**src/source/uart_rx_pkg.sv**
```systemverilog
package uart_rx_pkg;

  // data bits per frame, sent lsb first.
  localparam int DATA_BITS = 8;

  // framer states, one per part of the frame.
  typedef enum logic [1:0] {
    IDLE,
    START,
    DATA,
    STOP
  } rx_state_e;

endpackage

```
**src/source/baud_gen.sv**
```systemverilog
`timescale 1ns/1ps

module baud_gen #(
  parameter int CLK_DIV = 434
) (
  input  logic clk,
  input  logic nrst,
  input  logic restart,
  output logic tick
);

  localparam int CNT_W = (CLK_DIV > 2) ? $clog2(CLK_DIV) : 1;
  localparam logic [CNT_W-1:0] FULL_LOAD = CNT_W'(CLK_DIV - 1);
  localparam logic [CNT_W-1:0] HALF_LOAD = CNT_W'(CLK_DIV / 2 - 1);

  logic [CNT_W-1:0] cnt;
  logic [CNT_W-1:0] cnt_next;
  logic             cnt_zero;

  assign cnt_zero = (cnt == '0);

  // restart lines the first tick up with the middle of the start bit.
  always_comb begin
    if (restart) begin
      cnt_next = HALF_LOAD;
    end else if (cnt_zero) begin
      cnt_next = FULL_LOAD;
    end else begin
      cnt_next = cnt - 1'b1;
    end
  end

  always_ff @(posedge clk or negedge nrst) begin
    if (!nrst) begin
      cnt  <= FULL_LOAD;
      tick <= 1'b0;
    end else begin
      cnt  <= cnt_next;
      tick <= cnt_zero && !restart;
    end
  end

endmodule

```
**src/source/msg_buffer.sv**
```systemverilog
`timescale 1ns/1ps

module msg_buffer #(
  parameter int MSG_BYTES = 16
) (
  input  logic                                        clk,
  input  logic                                        nrst,
  input  logic [uart_rx_pkg::DATA_BITS-1:0]           byte_data,
  input  logic                                        byte_valid,
  input  logic                                        msg_clear,
  output logic [MSG_BYTES*uart_rx_pkg::DATA_BITS-1:0] msg,
  output logic [$clog2(MSG_BYTES+1)-1:0]              msg_count,
  output logic                                        msg_full
);

  localparam int MSG_W = MSG_BYTES * uart_rx_pkg::DATA_BITS;
  localparam int CNT_W = $clog2(MSG_BYTES + 1);
  localparam logic [CNT_W-1:0] CAPACITY = CNT_W'(MSG_BYTES);

  logic store;

  assign msg_full = (msg_count == CAPACITY);
  assign store    = byte_valid && !msg_full;

  // clear wins over a byte in the same cycle.
  always_ff @(posedge clk or negedge nrst) begin
    if (!nrst) begin
      msg       <= '0;
      msg_count <= '0;
    end else if (msg_clear) begin
      msg       <= '0;
      msg_count <= '0;
    end else if (store) begin
      // newest byte lands in the low byte.
      msg       <= (msg << uart_rx_pkg::DATA_BITS) | MSG_W'(byte_data);
      msg_count <= msg_count + 1'b1;
    end
  end

endmodule

```
**src/source/rx_framer.sv**
```systemverilog
`timescale 1ns/1ps

module rx_framer (
  input  logic                                clk,
  input  logic                                nrst,
  input  logic                                rx,
  input  logic                                tick,
  output logic                                restart,
  output logic [uart_rx_pkg::DATA_BITS-1:0]   byte_data,
  output logic                                byte_valid,
  output logic                                frame_error,
  output logic                                busy
);

  localparam int BIT_W = (uart_rx_pkg::DATA_BITS > 2) ? $clog2(uart_rx_pkg::DATA_BITS) : 1;
  localparam logic [BIT_W-1:0] LAST_BIT = BIT_W'(uart_rx_pkg::DATA_BITS - 1);

  uart_rx_pkg::rx_state_e state;
  uart_rx_pkg::rx_state_e state_next;

  logic                              rx_meta;
  logic                              rx_sync;
  logic                              rx_prev;
  logic                              start_edge;
  logic                              sample;
  logic [BIT_W-1:0]                  bit_cnt;
  logic [uart_rx_pkg::DATA_BITS-1:0] shift_reg;

  // two-flop synchronizer, idle line is high.
  always_ff @(posedge clk or negedge nrst) begin
    if (!nrst) begin
      rx_meta <= 1'b1;
      rx_sync <= 1'b1;
      rx_prev <= 1'b1;
    end else begin
      rx_meta <= rx;
      rx_sync <= rx_meta;
      rx_prev <= rx_sync;
    end
  end

  assign start_edge = (state == uart_rx_pkg::IDLE) && rx_prev && !rx_sync;

  // a tick from before the divider reloads is stale.
  assign sample = tick && !restart;

  always_ff @(posedge clk or negedge nrst) begin
    if (!nrst) begin
      restart <= 1'b0;
    end else begin
      restart <= start_edge;
    end
  end

  always_comb begin
    state_next = state;
    case (state)
      uart_rx_pkg::IDLE: begin
        if (start_edge) begin
          state_next = uart_rx_pkg::START;
        end
      end
      uart_rx_pkg::START: begin
        // high again at mid-bit means a false start.
        if (sample) begin
          state_next = rx_sync ? uart_rx_pkg::IDLE : uart_rx_pkg::DATA;
        end
      end
      uart_rx_pkg::DATA: begin
        if (sample && (bit_cnt == LAST_BIT)) begin
          state_next = uart_rx_pkg::STOP;
        end
      end
      uart_rx_pkg::STOP: begin
        if (sample) begin
          state_next = uart_rx_pkg::IDLE;
        end
      end
      default: begin
        state_next = uart_rx_pkg::IDLE;
      end
    endcase
  end

  always_ff @(posedge clk or negedge nrst) begin
    if (!nrst) begin
      state <= uart_rx_pkg::IDLE;
    end else begin
      state <= state_next;
    end
  end

  always_ff @(posedge clk or negedge nrst) begin
    if (!nrst) begin
      bit_cnt <= '0;
    end else if (state != uart_rx_pkg::DATA) begin
      bit_cnt <= '0;
    end else if (sample) begin
      bit_cnt <= bit_cnt + 1'b1;
    end
  end

  // lsb arrives first, so shift in from the top.
  always_ff @(posedge clk or negedge nrst) begin
    if (!nrst) begin
      shift_reg <= '0;
    end else if ((state == uart_rx_pkg::DATA) && sample) begin
      shift_reg <= {rx_sync, shift_reg[uart_rx_pkg::DATA_BITS-1:1]};
    end
  end

  always_ff @(posedge clk or negedge nrst) begin
    if (!nrst) begin
      byte_data   <= '0;
      byte_valid  <= 1'b0;
      frame_error <= 1'b0;
    end else begin
      byte_valid  <= 1'b0;
      frame_error <= 1'b0;
      if ((state == uart_rx_pkg::STOP) && sample) begin
        if (rx_sync) begin
          byte_data  <= shift_reg;
          byte_valid <= 1'b1;
        end else begin
          frame_error <= 1'b1;
        end
      end
    end
  end

  assign busy = (state != uart_rx_pkg::IDLE);

endmodule

```
**src/source/uart_rx_top.sv**
```systemverilog
`timescale 1ns/1ps

module uart_rx_top #(
  parameter int CLK_DIV   = 434,
  parameter int MSG_BYTES = 16
) (
  input  logic                                        clk,
  input  logic                                        nrst,
  input  logic                                        rx,
  input  logic                                        msg_clear,
  output logic [uart_rx_pkg::DATA_BITS-1:0]           data,
  output logic                                        data_valid,
  output logic                                        frame_error,
  output logic                                        busy,
  output logic [MSG_BYTES*uart_rx_pkg::DATA_BITS-1:0] msg,
  output logic [$clog2(MSG_BYTES+1)-1:0]              msg_count,
  output logic                                        msg_full
);

  logic restart;
  logic tick;

  baud_gen #(
    .CLK_DIV (CLK_DIV)
  ) u_baud_gen (
    .clk     (clk),
    .nrst    (nrst),
    .restart (restart),
    .tick    (tick)
  );

  rx_framer u_rx_framer (
    .clk         (clk),
    .nrst        (nrst),
    .rx          (rx),
    .tick        (tick),
    .restart     (restart),
    .byte_data   (data),
    .byte_valid  (data_valid),
    .frame_error (frame_error),
    .busy        (busy)
  );

  // good bytes also collect in the message register.
  msg_buffer #(
    .MSG_BYTES (MSG_BYTES)
  ) u_msg_buffer (
    .clk        (clk),
    .nrst       (nrst),
    .byte_data  (data),
    .byte_valid (data_valid),
    .msg_clear  (msg_clear),
    .msg        (msg),
    .msg_count  (msg_count),
    .msg_full   (msg_full)
  );

endmodule

```
**config.mk**
```make
export PLATFORM = sky130hd
export DESIGN_NAME = uart_rx_top
export DESIGN_NICKNAME = d
export VERILOG_FILES = /design/src/source/uart_rx_pkg.sv /design/src/source/baud_gen.sv /design/src/source/msg_buffer.sv /design/src/source/rx_framer.sv /design/src/source/uart_rx_top.sv
export SDC_FILE = /design/constraint.sdc
export NUM_CORES = 1
export LEC_CHECK = 0
export BUFFER_PORTS_ARGS = -buffer_cell sky130_fd_sc_hd__buf_2
export CAP_MARGIN = 15
export CORE_ASPECT_RATIO = 0.9
export CORE_MARGIN = 2
export CORE_UTILIZATION = 45
export CTS_CLUSTER_SIZE = 8
export DETAILED_ROUTE_END_ITERATION = 6
export PLACE_DENSITY = 0.64
export SYNTH_ARGS = -nofsm -noshare
export SYNTH_HDL_FRONTEND = slang
export SYNTH_HIERARCHICAL = 1
export SYNTH_SLANG_ARGS = --single-unit
```
**constraint.sdc**
```tcl
create_clock -name clk -period 4.9 [get_ports clk]
set_input_delay 0.245 -clock clk [delete_from_list [all_inputs] [get_ports clk]]
set_output_delay 0.245 -clock clk [all_outputs]
set_load 0.05 [all_outputs]
```
==> run metrics, run 1 <==
TritonCTS buffer count=17; clk buf depth=2; RSZ-0062 raised after global routing=no; Routed wire per std cell=approximately 17 µm; P_leak=about 4.3 nW; Critical Path Source=u_msg_buffer/msg_count[0]; Starting Density=~46%; simple-gate portion of the synthesized area=around 15%; n_diodes=0; hold_sp=u_rx_framer/rx_meta; floorplan row count=44; Synth Net Count=~570; non-filler instance count after layout=~930; Compound-Gate Fraction of Synth Area=1.59%; Die W=140 µm; layout cell share with drive strength beyond 1=between 30% and 40%; GRT Total Usage=17.8%; multiplexer share of the synthesized area=between 20% and 30%; ys flop type=dfrtp_1; crit-path max FO=121; Worst-Margin Slew=between 0.9 and 1 ns; Placer Congestion=between 0.7 and 0.8; Post-CTS Resized=0; initial antenna violation count=0; Arr. time, crit path=approximately 2.5 ns; cell count after synthesis=about 570; synthesized area=~7500 µm²; Inst Count DP=890; Cell Pwr Density=~340 nW/µm²; endpoints failing hold=0; I/O Pins=149; Nets=between 700 and 800; grt ovf=0; max-cap viol count=0; Setup TNS=0 ns; final worst-path cycle share=approximately 45%; Synth Area in Adders=less than 1%; first-pass GRT wire length=25.3 mm; number of vias per cell=4.99; ANT nets after route=0; htree depth=4; Final Max Tran Viols=0; CP endpoint kind=flip-flop; outcome=completed; Die Y=126 µm; final worst path period need=between 2 and 2.5 ns; number of enable flip-flop cells after synthesis=0; top cells by area, synth=dfrtp_1 (54%), mux2i_1 (18%), nand2b_1 (12%); area delta synth->final=17.9%; top cell type's share of synthesized area=about 54%; drt drc=0; Pre-antenna DRT Iters=4; FFs w/ async S/R, synth=100%; clk sinks=170; CTS tree=yes; syn avg cell area=~13 µm²; 1st-iter DRT viols=roughly 290; die footprint=approximately 18000 µm²; DRT Wirelength=between 15 and 20 mm; Vias=between 4000 and 5000; Port Buffers=around 150; Synth warnings=6; Fmax achieved=454 MHz; xor/xnor share of the synthesized area=less than 1%; Largest regs=u_msg_buffer/msg (128), u_baud_gen/cnt (9); Seq/Total Area, Yosys=57.0%; Post-DP HPWL=10.2 mm; clock root cell=clkbuf_16; Setup crit start kind=flip-flop; Worst R2R Start=u_msg_buffer/msg_count[0]; clock skew=approximately 0.0083 ns; worst-skew pair later-pin latency=just over 0.4 ns; Synth area leader=dfrtp_1; Worst Path Required=between 5 and 6 ns; worst hold path type=reg -> reg; type of the worst setup path=reg -> reg; Largest register FFs=~130; endpoints failing setup=0; pin count of the biggest net entering global routing=approximately 120; vias in the first global route=4735; largest family of logic cells by synthesized area=multiplexers; FF-to-FF setup slack=between 2 and 3 ns; VDD IR max=between 300 and 400 µV; library cells used by synthesis=between 40 and 50; synthesized flop and latch total=170; Rel. slew slack=34.9%; Post-CTS Setup Bufs=0; Worst-path clk slew=0.06 ns; Top reg by flops=u_msg_buffer/msg; Core Area=about 16000 µm²
[metal layers]
| metal | vias up | track usage [%] | share of wire [%] |
|---|---|---|---|
| met4 | 0 | 3.88 | 0.79 |
| met1 | 2300 | 25.7 | 49 |
| li1 | 2203 | - | - |
| met2 | 102 | 27.1 | 45 |
| met3 | 9 | 5.06 | 4.6 |
| met5 | - | 0 | 0 |
[repair_timing]
item	CTS	global route
setup endpoints to repair	0	0
endpoints found under the hold margin	84	0
hold buffers	2	0
[logic make-up (layout without fill, tap and decap cells)]
logic type / Yosys count / count (layout)
fa+ha+maj: 5 / 5
simple gates: 181 / 181
compound gates: 16 / 16
mux: 148 / 148
buf+inv: 40 / 193
xor+xnor: 5 / 5
flops: 170 / 170
[cell usage in the layout (no fill, tap or decap), drive strengths merged, types with 2 or more instances in the layout]
cell | Yosys | final
nor2b | 4 | 4
nor2 | 11 | 11
xor2 | 2 | 2
nand4 | 3 | 3
dfstp | 8 | 8
o21ai | 2 | 2
dlygate4sd3 | 0 | 2
clkinv | 0 | 6
nand2 | 3 | 3
o211ai | 2 | 2
clkbuf | 15 | 22
ha | 5 | 5
a21oi | 4 | 4
inv | 6 | 8
o31a | 2 | 2
nand2b | 141 | 141
nor3 | 5 | 5
xnor2 | 3 | 3
nor3b | 5 | 5
buf | 18 | 153
dfrtp | 162 | 162
mux2i | 131 | 131
or3 | 4 | 4
mux2 | 17 | 17
[Yosys cell counts, types with 2 or more instances]
library cell / number
buf_4: 5
o21ai_0: 2
xor2_1: 2
nand2_1: 3
mux2i_1: 131
dfstp_2: 8
or3_1: 2
clkbuf_1: 15
dfrtp_1: 162
ha_1: 5
a21oi_1: 3
o211ai_1: 2
nor2b_1: 4
inv_1: 6
buf_2: 2
nor2_1: 11
o31a_1: 2
nand4_1: 2
nor3_1: 5
or3_4: 2
nand2b_1: 140
buf_12: 9
mux2_1: 2
mux2_2: 15
nor3b_1: 4
xnor2_1: 3
[critical path: stages, from the launching register on]
cell	delay (ns)
dfrtp_1	0.42
inv_1	0.08
ha_1	0.19
and4bb_1	0.23
nor2b_4	0.14
buf_12	0.51
mux2i_1	0.28
[worst paths after layout]
path                                        endpoint  cells after the start
min in group asynchronous       u_msg_buffer/msg[95]                      2
worst max-delay path            u_msg_buffer/msg[99]                      6
worst max register to register  u_msg_buffer/msg[99]                      6
max in group asynchronous       u_msg_buffer/msg[40]                      3
worst min register to register   u_rx_framer/rx_sync                      0
worst min-delay path             u_rx_framer/rx_sync                      0
[final cells by class]
cell class,instances,area (µm²)
clock buffer,22,474
clock inverter,10,92.6
sequential,170,4260
fill,1410,7360
inverter,6,22.5
tap,207,259
multi-input combinational,355,2880
timing repair buffer,155,830
[stage by stage]
| step | total power [W] | setup slack, ns | cell area, µm² | hold slack (ns) | utilization, % |
|---|---|---|---|---|---|
| 2_1_floorplan | 0.00168 | 2.61 | 7480 | -0.0506 | - |
| 3_3_place_gp | 0.00173 | 2.71 | 8220 | 0.347 | 50.8 |
| 3_5_place_dp | 0.00175 | 2.65 | 8220 | 0.347 | 50.8 |
| 4_1_cts | 0.00304 | 2.65 | 8800 | 0.357 | 54.4 |
| 5_1_grt | 0.00314 | 2.52 | 8820 | 0.366 | 54.5 |
| 6_report | 0.00300 | 2.70 | 8820 | 0.356 | 54.5 |
[power by group]
group,switching (W),leakage [nW],total [W],internal [W]
Combinational,0.000100,1.66,0.000197,0.0000963
Sequential,0.0000584,2.33,0.00152,0.00147
Clock,0.000534,0.281,0.00128,0.000742
Power figures use the tool's default switching activity.
==> run 2: changes to the inputs <==
Settings changed: PLACE_DENSITY 0.64 to 0.67.
Clock period 4.9 ns to 2 ns, I/O delays scaled along.
==> run metrics, run 2 (synthesized netlist as in run 1, its figures left out) <==
I/O Pins=roughly 150; max-cap viol count=0; type of the worst setup path=reg -> reg; Vias=approximately 4700; grt met3 use=around 5.5%; Pre-antenna DRT Iters=4; Core Area=16200 µm²; Worst-Margin Slew=~0.78 ns; # fillers=1405; final worst-path cycle share=about nine tenths; first-pass GRT wire length=about 26 mm; n_diodes=0; Port Buffers=between 100 and 150; Nets=between 700 and 800; Top reg by flops=u_msg_buffer/msg; Worst R2R Start=u_msg_buffer/msg_count[0]; VDD IR max=around 660 µV; GRT Total Usage=between 10% and 20%; crit-path max FO=33; Cell Pwr Density=about 840 nW/µm²; GR Util met2=~29%; clk sinks=170; Placer Congestion=~0.80; P_leak=approximately 4.3 nW; clock root cell=clkbuf_16; number of vias per cell=around 5.0; Crit path top cell by count=buf_12; clock skew=~0.012 ns; hold_sp=msg_clear; Fmax achieved=559 MHz; 1st-iter DRT viols=roughly 320; Post-DP HPWL=~11 mm; Setup crit start kind=flip-flop; most frequent cells in the layout=dfrtp_1 (160), buf_2 (146), nand2b_1 (140), mux2i_1 (131), clkbuf_16 (17); Starting Density=between 40 and 50%; Setup TNS=0 ns; area delta synth->final=20.2%; Die W=between 100 and 150 µm; initial antenna violation count=0; commonest non-fill, non-tap cell in the layout=dfrtp_1; Largest regs=u_msg_buffer/msg (128), u_baud_gen/cnt (9); Multi-input gate area=slightly below 3000 µm²; slowest CP cell=dfrtp_2; vias in the first global route=around 5000; GRT Max-Usage Layer=met2; DP Area=~8400 µm²; drt drc=0; htree depth=4; Post-CTS Setup Bufs=0; TritonCTS buffer count=17; Worst Path Required=2.34 ns; clk buf depth=2; Worst-path clk slew=approximately 0.06 ns; floorplan row count=44; final worst path period need=about 1.8 ns; Die Y=about 130 µm; pin count of the biggest net entering global routing=56; Routed wire per std cell=approximately 17 µm; CTS tree=yes; Min Hold Slack=between 0.1 and 0.15 ns; Arr. time, crit path=around 2.1 ns; worst-skew pair later-pin latency=about 0.42 ns; RSZ-0062 raised after global routing=no; Post-CTS Resized=0; grt ovf=0; endpoints failing hold=0; largest stage delay on the critical path=around 0.40 ns; layout cell share with drive strength beyond 1=between 30% and 40%; DRT Wirelength=about 16 mm; ANT nets after route=0; grt met1 use=roughly a quarter; die footprint=17700 µm²; Largest register FFs=between 100 and 150; outcome=completed; worst hold path type=in -> reg; Final Max Tran Viols=0; Rel. slew slack=between 40% and 50%; final instance area=9000 µm²; Critical Path Source=u_msg_buffer/msg_count[0]; CP endpoint kind=flip-flop; FF/Latch Area=4270 µm²; endpoints failing setup=0; crit path cell chain=inv_1 -> ha_1 -> and4bb_4 -> nor2b_4 -> buf_12 -> buf_12 -> mux2i_1
run 2: worst paths after layout:
check	end	slack [ns]	depth (start not counted)
worst max-delay path	u_msg_buffer/msg[62]	0.21	7
worst min-delay path	u_msg_buffer/msg_count[3]	0.14	2
worst max register to register	u_msg_buffer/msg[62]	0.21	7
worst min register to register	u_rx_framer/rx_sync	0.36	0
max in group asynchronous	u_msg_buffer/msg[49]	1.05	3
min in group asynchronous	u_msg_buffer/msg[77]	0.20	2
run 2: layout make-up:
class | count | area share, %
flip-flops and latches | 170 | 47.4
clock inverters | 13 | 1.85
inverters | 6 | 0.250
clock buffers | 19 | 4.81
multi-input cells | 355 | 32.1
repair buffers | 164 | 10.7
well taps | 207 | 2.88
run 2: critical path: cells and delay by family, from the launching register on:
| kind | cells | cell delay [ns] |
|---|---|---|
| adder cells (fa/ha/maj) | 1 | 0.20 |
| AND/OR/NAND/NOR | 2 | 0.33 |
| flip-flops | 1 | 0.40 |
| buffers and inverters | 3 | 0.52 |
| multiplexers | 1 | 0.23 |
run 2: metal layers:
layer  vias to the layer above  share of wire (%)
li1                       2226                  -
met1                      2329                 47
met2                       115                 47
met3                         7                5.2
met4                         0               0.67
met5                         -                  0
run 2: power breakdown:
part           leakage, nW  internal (W)  switching [W]  total (W)
Combinational         1.72      0.000244       0.000256   0.000500
Clock                0.284       0.00197        0.00135    0.00332
Sequential            2.33       0.00359       0.000150    0.00374
run 2: what timing repair did:
action,in CTS,in global routing
setup endpoints to repair,0,0
hold buffers,2,0
endpoints found under the hold margin,50,0
run 2: stage by stage:
stage	util, %	total power [W]	setup WS, ns	instances
finish	55.6	0.00756	0.210	934
global route	55.6	0.00788	0.0882	934
CTS	55.6	0.00765	0.202	934
detailed placement	51.8	0.00430	0.205	900
global placement	51.8	0.00426	0.311	900
floorplan	-	0.00412	0.0387	565
==> run 3: changes to the inputs <==
Settings changed: CTS_CLUSTER_SIZE 8 to 14, PLACE_DENSITY 0.67 to 0.75.
==> run metrics, run 3 (synthesized netlist as in run 1, its figures left out) <==
outcome=completed; I/O Pins=about 150; Port Buffers=~150; 1st-iter DRT viols=roughly 330; Setup crit start kind=flip-flop; CP endpoint kind=flip-flop; worst-skew pair later-pin latency=around 0.42 ns; drt drc=0; Final Max Tran Viols=0; endpoints failing setup=0; Core Area=roughly 16000 µm²; Placer Congestion=approximately 0.79; Multi-input gate area=around 2900 µm²; Fmax achieved=536 MHz; Worst Path Required=2.33 ns; endpoints failing hold=0; Post-DP HPWL=between 10 and 15 mm; initial antenna violation count=0; VDD IR max=slightly above 700 µV; GRT Total Usage=18.5%; Cell Pwr Density=roughly 840 nW/µm²; Min Hold Slack=~0.24 ns; worst hold path type=in -> reg; Rel. slew slack=around 49%; ANT nets after route=0; Nets=just over 700; commonest non-fill, non-tap cell in the layout=dfrtp_1; layout cell share with drive strength beyond 1=~31%; max-cap viol count=0; type of the worst setup path=reg -> reg; crit-path max FO=67; final worst-path cycle share=93.4%; floorplan row count=44; Inst Count DP=about 900; grt ovf=0; clock root cell=clkbuf_16; vias in the first global route=about 4900; n_diodes=0; # hold bufs at CTS=2; clk sinks=170; # fillers=approximately 1400; clk buf depth=2; final worst path period need=about 1.9 ns; Die Y=around 130 µm; Starting Density=between 40% and 50%; Pre-antenna DRT Iters=5; RSZ-0062 raised after global routing=no; pin count of the biggest net entering global routing=around 140; FF/Latch Area=approximately 4300 µm²; P_leak=~4.3 nW; Post-CTS Setup Bufs=0; DP Area=8350 µm²; Reg2Reg Depth=6; most frequent cells in the layout=dfrtp_1 (160), buf_2 (146), nand2b_1 (140), mux2i_1 (131), clkbuf_16 (17); non-filler instance count after layout=930; Die W=between 100 and 150 µm; Worst-path clk slew=0.06 ns; Vias=between 4000 and 5000; final instance area=around 9000 µm²; Largest register FFs=~130; CTS tree=yes; first-pass GRT wire length=about 26 mm; die footprint=17700 µm²; number of vias per cell=~5.1; Setup TNS=0 ns; hold path depth=3; DRT Wirelength=16.0 mm; area delta synth->final=19.7%; htree depth=4; Routed wire per std cell=about 17 µm; Worst-Margin Slew=0.761 ns; Arr. time, crit path=around 2.2 ns; clock skew=a little over 0.009 ns; TritonCTS buffer count=17; Largest regs=u_msg_buffer/msg (128), u_baud_gen/cnt (9); Post-CTS Resized=0; Top reg by flops=u_msg_buffer/msg
-- run 3: cell types whose count changed in the layout (fill, tap and decap cells not counted), sizes merged --
cell	before	now
buf	162	158
bufinv	3	2
clkinv	4	5
-- run 3: where the power goes --
part           leakage, nW  switching (W)  internal, W
sequential            2.33       0.000157      0.00359
combinational         1.70       0.000254     0.000246
clock                0.282        0.00135      0.00188
-- run 3: stage by stage --
stage               total power, W  utilization [%]  setup WS [ns]
global placement           0.00425             51.6          0.276
CTS                        0.00755             55.3          0.150
floorplan                  0.00412                -         0.0387
finish                     0.00748             55.3          0.133
global route               0.00780             55.3         0.0776
detailed placement         0.00430             51.6          0.178
-- run 3: path summary, 6_finish.rpt --
kind                                                 from                         to  slack [ns]
worst max-delay path            u_msg_buffer/msg_count[0]       u_msg_buffer/msg[55]        0.13
worst min-delay path                            msg_clear  u_msg_buffer/msg_count[4]        0.24
worst max register to register  u_msg_buffer/msg_count[0]       u_msg_buffer/msg[55]        0.13
worst min register to register        u_rx_framer/rx_meta        u_rx_framer/rx_sync        0.36
max in group asynchronous                            nrst        u_rx_framer/rx_meta        1.03
min in group asynchronous                            nrst       u_msg_buffer/msg[57]        0.25
-- run 3: cell type report --
type | instances | share of cell area (%)
Multi-Input combinational cell | 355 | 32.2
Inverter | 6 | 0.252
Clock buffer | 19 | 4.95
Tap cell | 207 | 2.89
Clock inverter | 13 | 1.61
Timing Repair Buffer | 160 | 10.4
Sequential cell | 170 | 47.7
-- run 3: layer usage --
layer / track usage (%) / routed length, µm / vias up
met5: 0 / 0 / -
met3: 7.06 / 1080 / 10
li1: - / - / 2215
met1: 24.9 / 7190 / 2415
met4: 4.00 / 148 / 0
met2: 28.7 / 7560 / 102
-- run 3: critical path: stages (launching register included) --
cell and delay [ns]:
dfrtp_2 0.39, inv_1 0.07, ha_1 0.19, and4bb_4 0.21, nor2b_4 0.17, buf_12 0.39, mux2i_1 0.28
